==> src/verilog/sbox_pkg.sv <==
package sbox_pkg;

	// Field widths
	localparam int NB_BYTE   = 8;
	localparam int NB_NIBBLE = 4;
	localparam int NB_PAIR   = 2;

	typedef logic [NB_BYTE-1:0]   byte_t;   // GF(2^8) element
	typedef logic [NB_NIBBLE-1:0] nibble_t; // GF(2^4) element, tower basis {hi, lo}
	typedef logic [NB_PAIR-1:0]   pair_t;   // GF(2^2) element, {w, 1} basis

	// One request on the input handshake
	typedef struct packed
	{
		byte_t data;    // AES polynomial basis
		logic  inverse; // 1 selects the inverse S-box
	} sbox_req_t;

	// GF(2^4) = GF(2^2)[y] / (y^2 + y + phi)
	localparam pair_t   GF_PHI    = 2'b10;
	// GF(2^8) = GF(2^4)[z] / (z^2 + z + lambda)
	localparam nibble_t GF_LAMBDA = 4'b1100;

	// GF(2^2) product, w^2 = w + 1
	function automatic pair_t gf2_mul
	(
		input pair_t a,
		input pair_t b
	);
		pair_t p;
		p[1] = (a[1] & b[1]) ^ (a[1] & b[0]) ^ (a[0] & b[1]);
		p[0] = (a[1] & b[1]) ^ (a[0] & b[0]);
		return p;
	endfunction

	// Constant operand folds down to two XOR inputs
	function automatic pair_t gf2_mul_phi
	(
		input pair_t a
	);
		return gf2_mul(a, GF_PHI);
	endfunction

	// Also the inverse in GF(2^2), since a^3 = 1 for a != 0
	function automatic pair_t gf2_square
	(
		input pair_t a
	);
		return {a[1], a[1] ^ a[0]};
	endfunction

endpackage
==> src/verilog/aes_sbox_top.sv <==
`timescale 1ns/10ps

module aes_sbox_top
	import sbox_pkg::*;
(
	input  logic      i_clock,
	input  logic      i_reset,
	input  logic      i_valid,
	output logic      o_ready,
	input  sbox_req_t i_req,
	output logic      o_valid,
	input  logic      i_ready,
	output byte_t     o_data
);

	localparam int MID_PIPELINED = 1; // Stage 2 sits in the inverter multipliers

	logic    enable;
	logic    out_inverse;
	nibble_t map_hi; // Stage 1 tower halves
	nibble_t map_lo;
	byte_t   inv_byte;

	sbox_pipe_ctrl u_ctrl
	(
		.i_clock       (i_clock),
		.i_reset       (i_reset),
		.i_valid       (i_valid),
		.o_ready       (o_ready),
		.i_inverse     (i_req.inverse),
		.o_valid       (o_valid),
		.i_ready       (i_ready),
		.o_enable      (enable),
		.o_out_inverse (out_inverse)
	);

	sbox_input_map u_input_map
	(
		.i_clock  (i_clock),
		.i_enable (enable),
		.i_req    (i_req),
		.o_hi     (map_hi),
		.o_lo     (map_lo)
	);

	gf_2to8_inverter #(.PIPELINED(MID_PIPELINED)) u_inverter
	(
		.i_clock  (i_clock),
		.i_enable (enable),
		.i_hi     (map_hi),
		.i_lo     (map_lo),
		.o_inv    (inv_byte)
	);

	sbox_output_map u_output_map
	(
		.i_clock   (i_clock),
		.i_enable  (enable),
		.i_inverse (out_inverse),
		.i_data    (inv_byte),
		.o_data    (o_data)
	);

endmodule

==> src/verilog/gf_2to4_inverter.sv <==
`timescale 1ns/10ps

module gf_2to4_inverter
	import sbox_pkg::*;
(
	input  nibble_t i_x,
	output nibble_t o_inv
);

	pair_t x_h;
	pair_t x_l;
	pair_t norm;     // Lands in GF(2^2)
	pair_t norm_inv;

	assign x_h = i_x[3:2];
	assign x_l = i_x[1:0];

	// phi*h^2 + h*l + l^2
	assign norm = gf2_mul_phi(gf2_square(x_h)) ^ gf2_mul(x_h, x_l) ^ gf2_square(x_l);

	assign norm_inv = gf2_square(norm); // Zero stays zero

	// (h*y + l)^-1 = norm^-1 * (h*y + h + l)
	assign o_inv = {gf2_mul(norm_inv, x_h), gf2_mul(norm_inv, x_h ^ x_l)};

endmodule

==> src/verilog/gf_2to4_multiplier.sv <==
`timescale 1ns/10ps

module gf_2to4_multiplier
	import sbox_pkg::*;
#(
	parameter int PIPELINED = 0 // 1 puts a register in front of the operands
)
(
	input  logic    i_clock,
	input  logic    i_enable, // Load strobe for the operand register
	input  nibble_t i_x,
	input  nibble_t i_y,
	output nibble_t o_prod
);

	nibble_t x_q; // Operands after the optional stage
	nibble_t y_q;
	pair_t   prod_h;
	pair_t   prod_hl;
	pair_t   prod_l;

	generate
		if (PIPELINED == 1)
		begin : gen_in_reg
			always_ff @(posedge i_clock)
			begin
				if (i_enable) // Holds during a stall
				begin
					x_q <= i_x;
					y_q <= i_y;
				end
			end

			assert property (@(posedge i_clock)
				i_enable && !$isunknown({i_x, i_y}) |=> !$isunknown({x_q, y_q}))
			else $error("gf_2to4_multiplier: operand register unknown after load");
		end
		else
		begin : gen_no_reg
			always_comb
			begin
				x_q = i_x;
				y_q = i_y;
			end
		end
	endgenerate

	// Karatsuba, three GF(2^2) products instead of four
	assign prod_h  = gf2_mul(x_q[3:2], y_q[3:2]);
	assign prod_hl = gf2_mul(x_q[3:2] ^ x_q[1:0], y_q[3:2] ^ y_q[1:0]);
	assign prod_l  = gf2_mul(x_q[1:0], y_q[1:0]);

	// y^2 reduces to y + phi
	assign o_prod = {prod_hl ^ prod_l, gf2_mul_phi(prod_h) ^ prod_l};

endmodule

==> src/verilog/gf_2to8_inverter.sv <==
`timescale 1ns/10ps

module gf_2to8_inverter
	import sbox_pkg::*;
#(
	parameter int PIPELINED = 1 // Stage register inside the output multipliers
)
(
	input  logic    i_clock,
	input  logic    i_enable,
	input  nibble_t i_hi,
	input  nibble_t i_lo,
	output byte_t   o_inv
);

	nibble_t hl_prod;
	nibble_t norm;     // GF(2^4) norm of the input byte
	nibble_t norm_inv;
	nibble_t sum_hl;
	nibble_t inv_h;
	nibble_t inv_l;

	// v^2 in GF(2^4), bitwise XOR once phi folds
	function automatic nibble_t nib_square
	(
		input nibble_t v
	);
		pair_t sq_h;
		sq_h = gf2_square(v[3:2]);
		return {sq_h, gf2_mul_phi(sq_h) ^ gf2_square(v[1:0])};
	endfunction

	// v * lambda, constant product collapses to a few XORs
	function automatic nibble_t nib_scale_lambda
	(
		input nibble_t v
	);
		pair_t l_h;
		pair_t l_l;
		l_h = GF_LAMBDA[3:2];
		l_l = GF_LAMBDA[1:0];
		return {gf2_mul(v[3:2] ^ v[1:0], l_h ^ l_l) ^ gf2_mul(v[1:0], l_l),
			gf2_mul_phi(gf2_mul(v[3:2], l_h)) ^ gf2_mul(v[1:0], l_l)};
	endfunction

	gf_2to4_multiplier #(.PIPELINED(0)) u_mul_hl
	(
		.i_clock  (i_clock),
		.i_enable (i_enable),
		.i_x      (i_hi),
		.i_y      (i_lo),
		.o_prod   (hl_prod)
	);

	// lambda*h^2 + h*l + l^2
	assign norm = nib_scale_lambda(nib_square(i_hi)) ^ hl_prod ^ nib_square(i_lo);

	gf_2to4_inverter u_inv_norm
	(
		.i_x   (norm),
		.o_inv (norm_inv)
	);

	assign sum_hl = i_hi ^ i_lo;

	// Both output halves register their operands here, stage 2
	gf_2to4_multiplier #(.PIPELINED(PIPELINED)) u_mul_out_h
	(
		.i_clock  (i_clock),
		.i_enable (i_enable),
		.i_x      (norm_inv),
		.i_y      (i_hi),
		.o_prod   (inv_h)
	);

	gf_2to4_multiplier #(.PIPELINED(PIPELINED)) u_mul_out_l
	(
		.i_clock  (i_clock),
		.i_enable (i_enable),
		.i_x      (norm_inv),
		.i_y      (sum_hl),
		.o_prod   (inv_l)
	);

	assign o_inv = {inv_h, inv_l};

endmodule

==> src/verilog/sbox_input_map.sv <==
`timescale 1ns/10ps

module sbox_input_map
	import sbox_pkg::*;
(
	input  logic      i_clock,
	input  logic      i_enable,
	input  sbox_req_t i_req,
	output nibble_t   o_hi,
	output nibble_t   o_lo
);

	// Rows listed from bit 7 down to bit 0
	localparam logic [7:0][7:0] INV_AFFINE =
		{8'h52, 8'h29, 8'h94, 8'h4A, 8'h25, 8'h92, 8'h49, 8'hA4};
	localparam byte_t           INV_AFFINE_C = 8'h05;
	// AES basis into the GF(((2^2)^2)^2) tower
	localparam logic [7:0][7:0] TO_TOWER =
		{8'hA0, 8'hDE, 8'hAC, 8'hAE, 8'hC6, 8'h9E, 8'h52, 8'h43};

	byte_t poly_in; // Still in AES basis
	byte_t tower;

	// GF(2) matrix times vector
	function automatic byte_t mat_mul
	(
		input logic [7:0][7:0] rows,
		input byte_t           v
	);
		byte_t r;
		for (int i = 0; i < 8; i++)
			r[i] = ^(rows[i] & v);
		return r;
	endfunction

	assign poly_in = i_req.inverse ? (mat_mul(INV_AFFINE, i_req.data) ^ INV_AFFINE_C)
		: i_req.data;
	assign tower = mat_mul(TO_TOWER, poly_in);

	// Stage 1
	always_ff @(posedge i_clock)
	begin
		if (i_enable)
		begin
			o_hi <= tower[7:4];
			o_lo <= tower[3:0];
		end
	end

endmodule

==> src/verilog/sbox_output_map.sv <==
`timescale 1ns/10ps

module sbox_output_map
	import sbox_pkg::*;
(
	input  logic  i_clock,
	input  logic  i_enable,
	input  logic  i_inverse, // Mode of the item leaving stage 2
	input  byte_t i_data,    // Tower basis
	output byte_t o_data
);

	// Tower back to AES basis, bit 7 row first
	localparam logic [7:0][7:0] FROM_TOWER =
		{8'hE2, 8'h44, 8'h62, 8'h76, 8'h3E, 8'h9E, 8'h30, 8'h75};
	localparam logic [7:0][7:0] AFFINE =
		{8'hF8, 8'h7C, 8'h3E, 8'h1F, 8'h8F, 8'hC7, 8'hE3, 8'hF1};
	localparam byte_t           AFFINE_C = 8'h63;

	byte_t poly;
	byte_t result;

	function automatic byte_t mat_mul
	(
		input logic [7:0][7:0] rows,
		input byte_t           v
	);
		byte_t r;
		for (int i = 0; i < 8; i++)
			r[i] = ^(rows[i] & v);
		return r;
	endfunction

	assign poly   = mat_mul(FROM_TOWER, i_data);
	// Inverse S-box ends at the field inverse
	assign result = i_inverse ? poly : (mat_mul(AFFINE, poly) ^ AFFINE_C);

	// Stage 3, drives the output port directly
	always_ff @(posedge i_clock)
	begin
		if (i_enable)
			o_data <= result;
	end

endmodule

==> src/verilog/sbox_pipe_ctrl.sv <==
`timescale 1ns/10ps

module sbox_pipe_ctrl
(
	input  logic i_clock,
	input  logic i_reset,
	input  logic i_valid,
	output logic o_ready,
	input  logic i_inverse,    // Mode of the incoming request
	output logic o_valid,
	input  logic i_ready,
	output logic o_enable,     // Shared by every stage register
	output logic o_out_inverse // Mode in front of the output map
);

	typedef struct packed
	{
		logic valid;
		logic inverse;
	} stage_t;

	stage_t [3:1] stage_q; // Index matches the pipeline stage

	// Whole pipe moves or none of it
	assign o_enable      = ~stage_q[3].valid | i_ready;
	assign o_ready       = o_enable;
	assign o_valid       = stage_q[3].valid;
	assign o_out_inverse = stage_q[2].inverse;

	always_ff @(posedge i_clock)
	begin
		if (i_reset)
		begin
			stage_q <= '0;
		end
		else if (o_enable)
		begin
			stage_q[1] <= '{valid: i_valid, inverse: i_inverse};
			stage_q[2] <= stage_q[1];
			stage_q[3] <= stage_q[2];
		end
	end

	// Stalled result must wait with its mode intact
	assert property (@(posedge i_clock) disable iff (i_reset)
		o_valid && !i_ready |=> o_valid && $stable(stage_q[3].inverse))
	else $error("sbox_pipe_ctrl: stalled result dropped or mode changed");

	assert property (@(posedge i_clock) disable iff (i_reset)
		!o_valid |-> o_ready)
	else $error("sbox_pipe_ctrl: input blocked with empty output stage");

endmodule

==> config.mk <==
export PLATFORM = sky130hd
export DESIGN_NAME = aes_sbox_top
export DESIGN_NICKNAME = d
export VERILOG_FILES = /design/src/verilog/sbox_pkg.sv /design/src/verilog/aes_sbox_top.sv /design/src/verilog/gf_2to4_inverter.sv /design/src/verilog/gf_2to4_multiplier.sv /design/src/verilog/gf_2to8_inverter.sv /design/src/verilog/sbox_input_map.sv /design/src/verilog/sbox_output_map.sv /design/src/verilog/sbox_pipe_ctrl.sv
export SDC_FILE = /design/constraint.sdc
export NUM_CORES = 1
export LEC_CHECK = 0
export BUFFER_PORTS_ARGS = -buffer_cell sky130_fd_sc_hd__buf_2
export CAP_MARGIN = 10
export CORE_UTILIZATION = 45
export DETAILED_ROUTE_END_ITERATION = 10
export GPL_TIMING_DRIVEN = 1
export HOLD_SLACK_MARGIN = 0.02
export PLACE_DENSITY = 0.67
export SKIP_CTS_REPAIR_TIMING = 1
export SLEW_MARGIN = 20
export SYNTH_ARGS = -nofsm -noshare
export SYNTH_HDL_FRONTEND = slang
export SYNTH_SLANG_ARGS = --single-unit
export TNS_END_PERCENT = 30
==> constraint.sdc <==
create_clock -name i_clock -period 10.1 [get_ports i_clock]
set_input_delay 3.03 -clock i_clock [delete_from_list [all_inputs] [get_ports i_clock]]
set_output_delay 3.03 -clock i_clock [all_outputs]
set_load 0.02 [all_outputs]
# == Yosys cells after proc, flatten, opt, wreduce, memory -nomap -nowiden ==
# Cells that the tools add are included.
# word_totals
in_bits,13
register_bits,33
wordCells,168
output_inout_bits,10
# classes
n_reduce_logical,32
n_bitwise,123
n_mux,2
# op_table
operator,count
parity 8 bit,32
bitwise XOR 1 bit,51
AND 1 bit,48
bitwise XOR 2 bit,17
two-way mux 8 bit,2
bitwise XOR 4 bit,3
inverter 4 bit,1
inverter 2 bit,1
inverter 1 bit,1
bitwise OR 1 bit,1

# == Depth between registers and ports, before layout ==
# Gate-level depths: netlist of the first run.
# logic_depth
depth_word,15
depth_mapped,13
depth_no_buf,11

# == By module ==
# Synthesis of the first run repeated with hierarchy kept, for this count alone.
# hier_totals
cells_unflattened,326
area_unflattened_um2,3430.8
# by_module_without_submodules
module,area_each_um2,n_inst,cells_per_inst
gf_2to4_multiplier (u_inverter.u_mul_out_h ...),576.8,2,58
sbox_input_map,720.7,1,50
sbox_output_map,581.8,1,49
gf_2to4_multiplier (u_inverter.u_mul_hl),347.8,1,51
gf_2to4_inverter,231.5,1,24
sbox_pipe_ctrl,211.5,1,20
gf_2to8_inverter,183.9,1,16

# == Worst setup path after synthesis of the first run ==
# No wires, ideal clock.
# synth_timing
path_type,input -> output
from,input i_ready
to,output o_ready
t_arrival_ns,4.247
cell_stages,2
setup_slack_ns,2.823
t_required_ns,7.070
cell_sequence,nand2b_1 clkbuf_1
# synth_between
elab_chain_len,1
# synth_lines
item,line,text
"start, declared",aes_sbox_top.sv:12,"input logic i_ready,"
bitwise OR 1 bit,sbox_pipe_ctrl.sv:25,assign o_enable = ~stage_q[3].valid | i_ready;
"end, declared",aes_sbox_top.sv:9,"output logic o_ready,"
# No other way between the ends.

# == Worst setup path in the final report of the first run ==
# Same ends and word-level chain as after synthesis.

==> summary.md, run 1 <==
| Metric | Value |
|---|---|
| #FFs+latches synth | 33 |
| FP Rows | 29 |
| Post-route ant nets | 0 |
| Final WL | around 5.3 mm |
| Largest net degree at the start of global routing | 36 |
| FFs w/ async S/R, synth | 0% |
| DP HPWL | approximately 3.9 mm |
| Critical path cell sequence | buf_2, nand2b_1, buf_4, buf_2 |
| Reg clk slew, reported paths | about 0.08 ns |
| Vias in the first global route | approximately 2000 |
| Die Span Y | ~85 µm |
| I/O pin cnt | 23 |
| Clk buf depth | 2 |
| Reg-to-reg setup timing slack | around 6.5 ns |
| Number of synthesized flops with an enable pin | 28 |
| Max_slew headroom | 46.4% |
| RSZ-0062 raised after global routing | false |
| First-pass GRT wire length | between 9 and 10 mm |
| Sequential fraction of the synthesis area | 30.5% |
| Top post-synthesis cells by area | edfxtp_1, xnor2_1, xor2_1, xnor3_1, mux2i_1 |
| Final Hold Fails | 0 |
| Syn Inst Count | around 300 |
| Fillcell total | 590 |
| Worst reg2reg path endpoint | u_inverter.u_mul_out_h.x_q[0]$_DFFE_PP_ |
| Setup CP Type | input port to output port |
| Routability congestion estimate | 0.780 |
| Critical path origin | i_ready |
| Router iterations before antenna repair | 4 |
| Wirelength per Cell | between 10 and 15 µm |
| Die area | approximately 0.007 mm² |
| CP max FO | 35 |
| Most numerous cell in the Yosys netlist | xnor2_1 |
| Max Cap Violations | 0 |
| Area leader, netlist | edfxtp_1 |
| CP Capture Point | o_ready |
| Post-Synthesis Net Count | around 320 |
| Top delay family on crit path | buffers and inverters |
| Ant diodes | 0 |
| Syn Area/Cell | around 10 µm² |
| Vias | roughly 2100 |
| Most used cell, CP | buf_2 |
| Cell depth of the worst setup path | 4 |
| F_max | around 150 MHz |
| Clk_lat worst skew | ~0.29 ns |
| Starting DRT DRC Count | ~130 |
| Synth unique cells | 57 |
| Initial antenna violation count | 0 |
| Status | finished, final reports clean |
| Via-per-instance ratio | ~5.4 |
| Max-slew violations | 0 |
| CTS Root Cell | clkbuf_8 |
| Sink Count | 33 |
| Crit path largest cell delay | ~0.38 ns |
| CP required | about 7 ns |
| Max Clock Skew | ~0.0075 ns |
| Initial core utilization | a little under half |
| Startpoint types | input port |
| GRT Util Overall | between 15 and 20% |
| Synth Cell Area | roughly 0.0031 mm² |
| Ys Warns | 0 |
| Final Core Density | 51.1% |
| Net count, final | approximately 330 |
| Core region area | approximately 0.0065 mm² |
| CP bufs+invs | 3 |
| Post-synth top flop | edfxtp_1 |
| IO Port Bufs | 22 |
| Setup-failing EPs final | 0 |
| HP Class | register to register |
| Setup TNS | 0 ns |
| H-tree depth | 2 |
| Die Wd | ~85 µm |
| CP Capture Type | output port |
| Arr. time, crit path | 3.82 ns |
| Top post-synthesis cells by count | xnor2_1, edfxtp_1, nand2_1 |
| Final min period | 6.85 ns |
| Area delta synth->final | 7.53% |
| Global route total overflow | 0 |
| Worst slew pin tran | 0.802 ns |
| Top cell type's share of synthesized area | about 27% |
| Hold Path Stages | 2 |
| Critical Path Slowest Stage Cell | buf_4 |
| Total CTS buffers | 5 |
| R2R cell count | 11 |
| Layout cells sized above 1 | 16.6% |
| WHS | around 0.45 ns |
| RR Startpoint | u_input_map.o_hi[1]$_DFFE_PP_ |
| CTS tree | built |
| Period utilisation layout | 67.9% |
| # DRC | 0 |
flip-flops by register name, summed over array words and instances (netlist names):
register	cells
u_inverter.u_mul_out_h.y_q	4
u_ctrl.o_out_inverse	1
u_inverter.u_mul_out_h.x_q	4
u_inverter.u_mul_out_l.y_q	4
u_ctrl.o_valid	1
u_output_map.o_data	8
u_ctrl.stage_q	3
u_input_map.o_lo	4
u_input_map.o_hi	4
cell families (layout without fill, tap and decap cells):
kind of cell | count (synthesis) | in the layout | synth area share (%)
compound gates | 44 | 44 | 11.1
xor+xnor | 88 | 88 | 31.0
fa+ha+maj | 5 | 5 | 2.03
buf+inv | 26 | 39 | 4.05
flops | 33 | 33 | 30.5
mux | 22 | 22 | 7.41
simple gates | 83 | 83 | 14.0
worst min-delay path: stages (launching register included):
cell and delay [ns]:
dfxtp_1 0.30, inv_1 0.06, a21oi_1 0.05
through the flow:
step / cells / setup slack (ns) / instance area, µm²
after floorplan: 301 / 2.82 / 3090
after global placement: 383 / 3.25 / 3210
after detailed placement: 383 / 3.22 / 3210
after CTS: 391 / 3.22 / 3320
after global routing: 391 / 3.17 / 3320
final: 391 / 3.25 / 3320
final cells by class:
type / instances / area (µm²) / share of cell area (%)
inverters: 7 / 26.3 / 0.791
multi-input cells: 242 / 2020 / 60.9
clock inverters: 2 / 16.3 / 0.490
flip-flops and latches: 33 / 941 / 28.3
clock buffers: 6 / 93.8 / 2.82
well taps: 77 / 96.3 / 2.90
repair buffers: 24 / 125 / 3.77
layout by cell type, fill, tap and decap left out, drive strengths merged, types with 2 or more instances in the layout:
cell,instances
xnor2,54
edfxtp,28
nand2,24
buf,24
xor2,23
nor2,21
mux2i,15
nor2b,10
o21ai,10
a21oi,9
xnor3,8
inv,7
mux2,7
nor3,6
clkbuf,6
ha,5
dfxtp,5
a211oi,5
nand2b,3
and3b,3
xor3,3
nand3,3
a221oi,3
nor3b,2
nor4bb,2
a22oi,2
a31oi,2
o211ai,2
nor4b,2
a311oi,2
how the worst min path moves through the flow:
stage / from / end / slack (ns)
floorplan: u_ctrl.stage_q[3]$_SDFFE_PP0P_ / u_ctrl.o_valid$_SDFFE_PP0P_ / 0.43
CTS: u_ctrl.stage_q[3]$_SDFFE_PP0P_ / u_ctrl.o_valid$_SDFFE_PP0P_ / 0.46
global route: u_ctrl.stage_q[3]$_SDFFE_PP0P_ / u_ctrl.o_valid$_SDFFE_PP0P_ / 0.49
detailed placement: u_ctrl.stage_q[3]$_SDFFE_PP0P_ / u_ctrl.o_valid$_SDFFE_PP0P_ / 0.44
global placement: u_ctrl.stage_q[3]$_SDFFE_PP0P_ / u_ctrl.o_valid$_SDFFE_PP0P_ / 0.44
finish: u_ctrl.stage_q[3]$_SDFFE_PP0P_ / u_ctrl.o_valid$_SDFFE_PP0P_ / 0.45
layer usage:
| layer | global-route usage (%) | up-vias | wire, µm |
|---|---|---|---|
| met4 | 5.08 | 0 | 74 |
| met2 | 26.4 | 38 | 2450 |
| li1 | - | 1085 | - |
| met3 | 2.33 | 6 | 153 |
| met1 | 22.3 | 979 | 2660 |
| met5 | 0 | - | 0 |
Power of run 1 is not shown: default switching activity piles up to over one toggle a cycle in this logic, so the estimate is an artifact.
==> run 2, diff against run 1 <==
ABC_AREA = 1   (was unset)
PLACE_DENSITY = 0.66   (was 0.67)
clock period = 6.85 ns   (was 10.1 ns; I/O delays follow)
==> run 2 against run 1 <==
  * Wire length up 35%
  * Core utilization fell by 0.45 points
  * Critical path type unchanged
  * Clock skew is 0.0030 ns lower
  * Non-clock buffer count fell by 1
==> summary.md, run 2 <==
| Metric | Value |
|---|---|
| Vias | 3281 |
| CP required | between 4 and 5 ns |
| CP Capture Type | output port |
| Die Wd | 91.6 µm |
| WHS | 0.465 ns |
| Crit path largest cell delay | roughly 0.27 ns |
| Compound-Gate Fraction of Synth Area | roughly 4.4% |
| Largest net degree at the start of global routing | 34 |
| FP Rows | 32 |
| Top post-synthesis cells by count | nand2_1, inv_1, nand3_1 |
| Max reg flops | 8 |
| Mux cell area share after synthesis | 0% |
| Period utilisation layout | roughly 74% |
| Initial core utilization | 46.7% |
| F_max | roughly 200 MHz |
| First-pass GRT wire length | 12.8 mm |
| Vias in the first global route | approximately 3000 |
| DP HPWL | 5.94 mm |
| # DRC | 0 |
| Startpoint types | input port |
| I/O pin cnt | 23 |
| CTS tree | built |
| Sequential fraction of the synthesis area | about a quarter |
| HP Class | register to register |
| Syn Area/Cell | ~6.7 µm² |
| Top post-synthesis cells by area | edfxtp_1, nand2_1, xor2_1, nand3_1, nand2_2 |
| Ant diodes | 0 |
| R2R cell count | 17 |
| Setup-failing EPs final | 0 |
| Number of synthesized flops with an enable pin | 28 |
| RSZ-0062 raised after global routing | false |
| Most flops, register | u_output_map.o_data |
| RR Startpoint | u_input_map.o_hi[1]$_DFFE_PP_ |
| Global route total overflow | 0 |
| Starting DRT DRC Count | around 180 |
| IO Port Bufs | 22 |
| CTS Root Cell | clkbuf_8 |
| HP Start | u_ctrl.stage_q[1]$_SDFFE_PP0P_ |
| GRT Util Overall | a little under a fifth |
| Syn Inst Count | ~540 |
| Most numerous cell in the Yosys netlist | nand2_1 |
| Critical Path Slowest Stage Cell | nor2_1 |
| #FFs+latches synth | 33 |
| Total CTS buffers | 5 |
| Post-route ant nets | 0 |
| Worst reg2reg path endpoint | u_inverter.u_mul_out_h.x_q[2]$_DFFE_PP_ |
| Clk_lat worst skew | approximately 0.28 ns |
| Max Clock Skew | roughly 0.0046 ns |
| Synth Cell Area | 0.00361 mm² |
| Die Span Y | a little over 90 µm |
| H-tree depth | 2 |
| Status | finished, final reports clean |
| Post-Synth Simple-Gate Area | a little under half |
| Final WL | 7.22 mm |
| CP max FO | 33 |
| Hold Path Stages | 2 |
| Post-synth top flop | edfxtp_1 |
| Router iterations before antenna repair | 5 |
| Initial antenna violation count | 0 |
| Max Cap Violations | 0 |
| Fillcell total | roughly 760 |
| Routability congestion estimate | ~0.82 |
| Hold endpoint | u_ctrl.stage_q[3]$_SDFFE_PP0P_ |
| Die area | 0.00839 mm² |
| Final min period | 5.04 ns |
| Placed Cells | 659 |
| Commonest cells after routing, fill and taps aside | nand2_1, inv_1, nand3_1 |
| Core region area | slightly below 0.008 mm² |
| Adder-Cell Fraction of Synth Area | ~1.7% |
| FFs w/ async S/R, synth | 0% |
| Area leader, netlist | edfxtp_1 |
| Via-per-instance ratio | between 4 and 5 |
| Commonest non-fill, non-tap cell in the layout | nand2_1 |
| Clk buf depth | 2 |
| Reg-to-reg setup timing slack | around 4 ns |
| Arr. time, crit path | 2.98 ns |
| Final Hold Fails | 0 |
| Setup TNS | 0 ns |
| Top cell type's share of synthesized area | a little under a quarter |
| Sink Count | 33 |
| Wirelength per Cell | 10.8 µm |
| Net count, final | approximately 580 |
| Ys Warns | 0 |
| Xor-xnor portion of the synthesized cell area | between 10 and 15% |
| Layout cells sized above 1 | 17.7% |
| Max_slew headroom | roughly three fifths |
| Worst slew pin tran | approximately 0.60 ns |
| Largest family of logic cells by synthesized area | simple AND/OR/NAND/NOR gates |
| Reg clk slew, reported paths | approximately 0.070 ns |
| Critical path cell sequence | buf_2, nor2_1, inv_1, buf_4, buf_2 |
| Layout Cells excl Fill | roughly 670 |
| Synth unique cells | 32 |
| Setup CP Type | input port to output port |
| Max-slew violations | 0 |
| Most used cell, CP | buf_2 |
| Post-Synthesis Net Count | 560 |
| Area delta synth->final | 8.45% |
run 2: cell count changes in the layout (fill, tap and decap cells not counted), moves of 10 or more:
cell / previous run / this run
nand2_2: 0 / 32
xnor2_1: 50 / 22
nor2b_1: 10 / 0
inv_2: 0 / 10
mux2i_1: 15 / 0
nand2_4: 0 / 11
nand2_1: 24 / 217
nand3_1: 3 / 50
inv_1: 7 / 53
run 2: worst max-delay path by stage:
stage,to,startpoint,cells past startpoint,slack [ns]
3_3_place_gp,o_ready,i_ready,5,1.82
6_report,o_ready,i_ready,5,1.81
4_1_cts,o_ready,i_ready,5,1.81
2_1_floorplan,o_ready,i_ready,2,1.93
5_1_grt,o_ready,i_ready,5,1.71
3_5_place_dp,o_ready,i_ready,5,1.81
run 2: cells by family after synthesis:
family,count (synthesis)
flip-flops,33
XOR/XNOR,57
AND/OR/NAND/NOR,348
buffers and inverters,71
adder cells (fa/ha/maj),5
AO/OA/AOI/OAI,28
run 2: layer usage:
metal / part of all wire (%) / routed length, µm / track usage, % / vias to the layer above
met4: 0.96 / 69 / 5.95 / 0
met3: 2.7 / 195 / 2.43 / 6
li1: - / - / - / 1744
met1: 46 / 3350 / 23.8 / 1480
met2: 50 / 3610 / 33.3 / 51
met5: 0 / 0 / 0 / -
run 2: final cells by class:
class / instances / area, µm² / share of cell area [%]
Clock buffer: 6 / 93.8 / 2.40
Clock inverter: 2 / 16.3 / 0.415
Inverter: 63 / 236 / 6.04
Multi-Input combinational cell: 438 / 2380 / 60.9
Sequential cell: 33 / 941 / 24.0
Tap cell: 102 / 128 / 3.26
Timing Repair Buffer: 23 / 118 / 3.00
run 2: worst max-delay path, delay by kind of cell:
kind                   cells  cell delay [ns]
buffers and inverters      4             0.65
and+or+nand+nor            1             0.27
run 2: metrics by stage:
stage | util (%) | instance area [µm²] | setup slack [ns]
floorplan | - | 3610 | 1.93
detailed placement | 49.3 | 3810 | 1.81
global placement | 49.3 | 3810 | 1.82
global route | 50.7 | 3920 | 1.71
finish | 50.7 | 3920 | 1.81
CTS | 50.7 | 3920 | 1.81
Power of run 2 is left out for the same reason.
==> run 3, diff against run 2 <==
ABC_AREA = 0   (was 1)
PLACE_DENSITY = 0.67   (was 0.66)
clock period = 4.9 ns   (was 6.85 ns; I/O delays follow)
==> run 3 against run 2 <==
  * Hold slack lost 0.013 ns
  * Core utilization grew 0.47 points
  * Non-clock buffer count grew 1
  * Register-to-register slack lost 2.6 ns
  * Sequential share of layout area grew 4.3 points
  * First-iteration DRC count shrank 38%
  * Clock skew grew 0.0058 ns
  * Sequential cell count is the same
  * Worst setup slack lost 0.38 ns
  * Wire length shrank 27%
  * Die area shrank 14%
  * Count of clock-buffer cells in the layout grew 2
==> summary.md, run 3 (same netlist as run 1, synthesis figures left out) <==
| Metric | Value |
|---|---|
| RSZ-0062 raised after global routing | false |
| Hold Path Stages | 2 |
| Max Cap Violations | 0 |
| Final Instance Area | ~0.0033 mm² |
| H-tree depth | 2 |
| Router iterations before antenna repair | 5 |
| Status | finished, final reports clean |
| RR Startpoint | u_input_map.o_hi[1]$_DFFE_PP_ |
| Critical path cell sequence | ha_1, xnor2_1, xnor2_1, xor2_1, inv_1, ha_1, inv_1, or2_2, a2111oi_0, o31ai_1, nand3_1 |
| Max reg flops | 8 |
| Flip-flop and latch area | approximately 940 µm² |
| Crit path largest cell delay | roughly 0.61 ns |
| Total CTS buffers | 5 |
| Vias | 2103 |
| Commonest cells after routing, fill and taps aside | xnor2_1, edfxtp_1, nand2_1 |
| Hold endpoint | u_ctrl.o_valid$_SDFFE_PP0P_ |
| Critical Path Slowest Stage Cell | xor2_1 |
| Vias in the first global route | 1902 |
| Final Hold Fails | 0 |
| CP bufs+invs | 2 |
| DP HPWL | between 3 and 4 mm |
| Starting DRT DRC Count | about 110 |
| Area of the multi-input gates | 0.00202 mm² |
| Worst slew pin tran | 0.721 ns |
| Die area | around 0.0072 mm² |
| Clk buf depth | 2 |
| Clk_lat worst skew | ~0.28 ns |
| Setup-failing EPs final | 0 |
| Die Span Y | between 80 and 90 µm |
| First-pass GRT wire length | around 8.8 mm |
| Critical path origin | u_input_map.o_hi[1]$_DFFE_PP_ |
| Sink Count | 33 |
| Setup CP Type | register to register |
| Largest net degree at the start of global routing | 35 |
| Wirelength per Cell | roughly 14 µm |
| Routability congestion estimate | 0.785 |
| Fillcell total | a little under 600 |
| Commonest non-fill, non-tap cell in the layout | xnor2_1 |
| CTS Root Cell | clkbuf_8 |
| Core region area | 0.00649 mm² |
| Ant diodes | 0 |
| Setup TNS | 0 ns |
| Initial antenna violation count | 0 |
| CP max FO | 9 |
| Final WL | about 5.3 mm |
| Layout cells sized above 1 | 16.2% |
| CTS tree | built |
| Most flops, register | u_output_map.o_data |
| Reg-to-reg setup timing slack | ~1.4 ns |
| Final min period | approximately 3.5 ns |
| Net count, final | about 330 |
| I/O pin cnt | 23 |
| HP Start | u_ctrl.stage_q[3]$_SDFFE_PP0P_ |
| IO Port Bufs | 22 |
| Startpoint types | register |
| CP required | 4.93 ns |
| R2R cell count | 11 |
| Arr. time, crit path | around 3.5 ns |
| Via-per-instance ratio | around 5.4 |
| Max_slew headroom | between 50% and 60% |
| Initial core utilization | a little under half |
| F_max | 289 MHz |
| Max-slew violations | 0 |
| Period utilisation layout | around 71% |
| # DRC | 0 |
| Global route total overflow | 0 |
| Area delta synth->final | 7.57% |
| FP Rows | 29 |
| Max Clock Skew | approximately 0.010 ns |
| HP Class | register to register |
| Worst reg2reg path endpoint | u_inverter.u_mul_out_h.x_q[0]$_DFFE_PP_ |
| Placement Cell Area | around 0.0032 mm² |
| Post-route ant nets | 0 |
| Reg clk slew, reported paths | ~0.070 ns |
| CP Capture Type | register |
| Die Wd | approximately 85 µm |
| GRT Util Overall | between 10% and 20% |
| Top delay family on crit path | XOR/XNOR gates |
## run 3: stage by stage
stage          hold slack [ns]  utilization [%]  cells  worst slack (ns)
3_3_place_gp             0.441             49.5    383              1.54
3_5_place_dp             0.442             49.5    383              1.48
5_1_grt                  0.496             51.2    391              1.12
2_1_floorplan            0.426                -    301             0.743
4_1_cts                  0.454             51.2    391              1.45
6_report                 0.452             51.2    391              1.44
## run 3: how the worst max path moves through the flow
stage | endpoint | slack [ns] | depth (start not counted)
3_5_place_dp | u_inverter.u_mul_out_h.x_q[0]$_DFFE_PP_ | 1.48 | 11
5_1_grt | u_inverter.u_mul_out_h.x_q[0]$_DFFE_PP_ | 1.12 | 11
6_report | u_inverter.u_mul_out_h.x_q[0]$_DFFE_PP_ | 1.44 | 11
4_1_cts | u_inverter.u_mul_out_h.x_q[0]$_DFFE_PP_ | 1.45 | 11
2_1_floorplan | o_ready | 0.74 | 2
3_3_place_gp | o_ready | 1.54 | 3
## run 3: cell type report
class	instances	share of cell area, %
timing repair buffer	24	3.77
sequential	33	28.3
inverter	7	0.791
tap	77	2.90
multi-input combinational	242	60.9
clock buffer	8	3.35
## run 3: tightest hold or removal path: stages (launching register included)
cell and delay (ns):
dfxtp_1 0.30, inv_1 0.06, a21oi_1 0.05
## run 3: per-layer routing
metal	up-vias	GRT usage, %	part of all wire, %
li1	1079	-	-
met2	47	23.7	45
met4	0	5.08	2.1
met5	-	0	0
met1	965	21.9	50
met3	12	2.82	3.7
Power of run 3 is left out for the same reason.
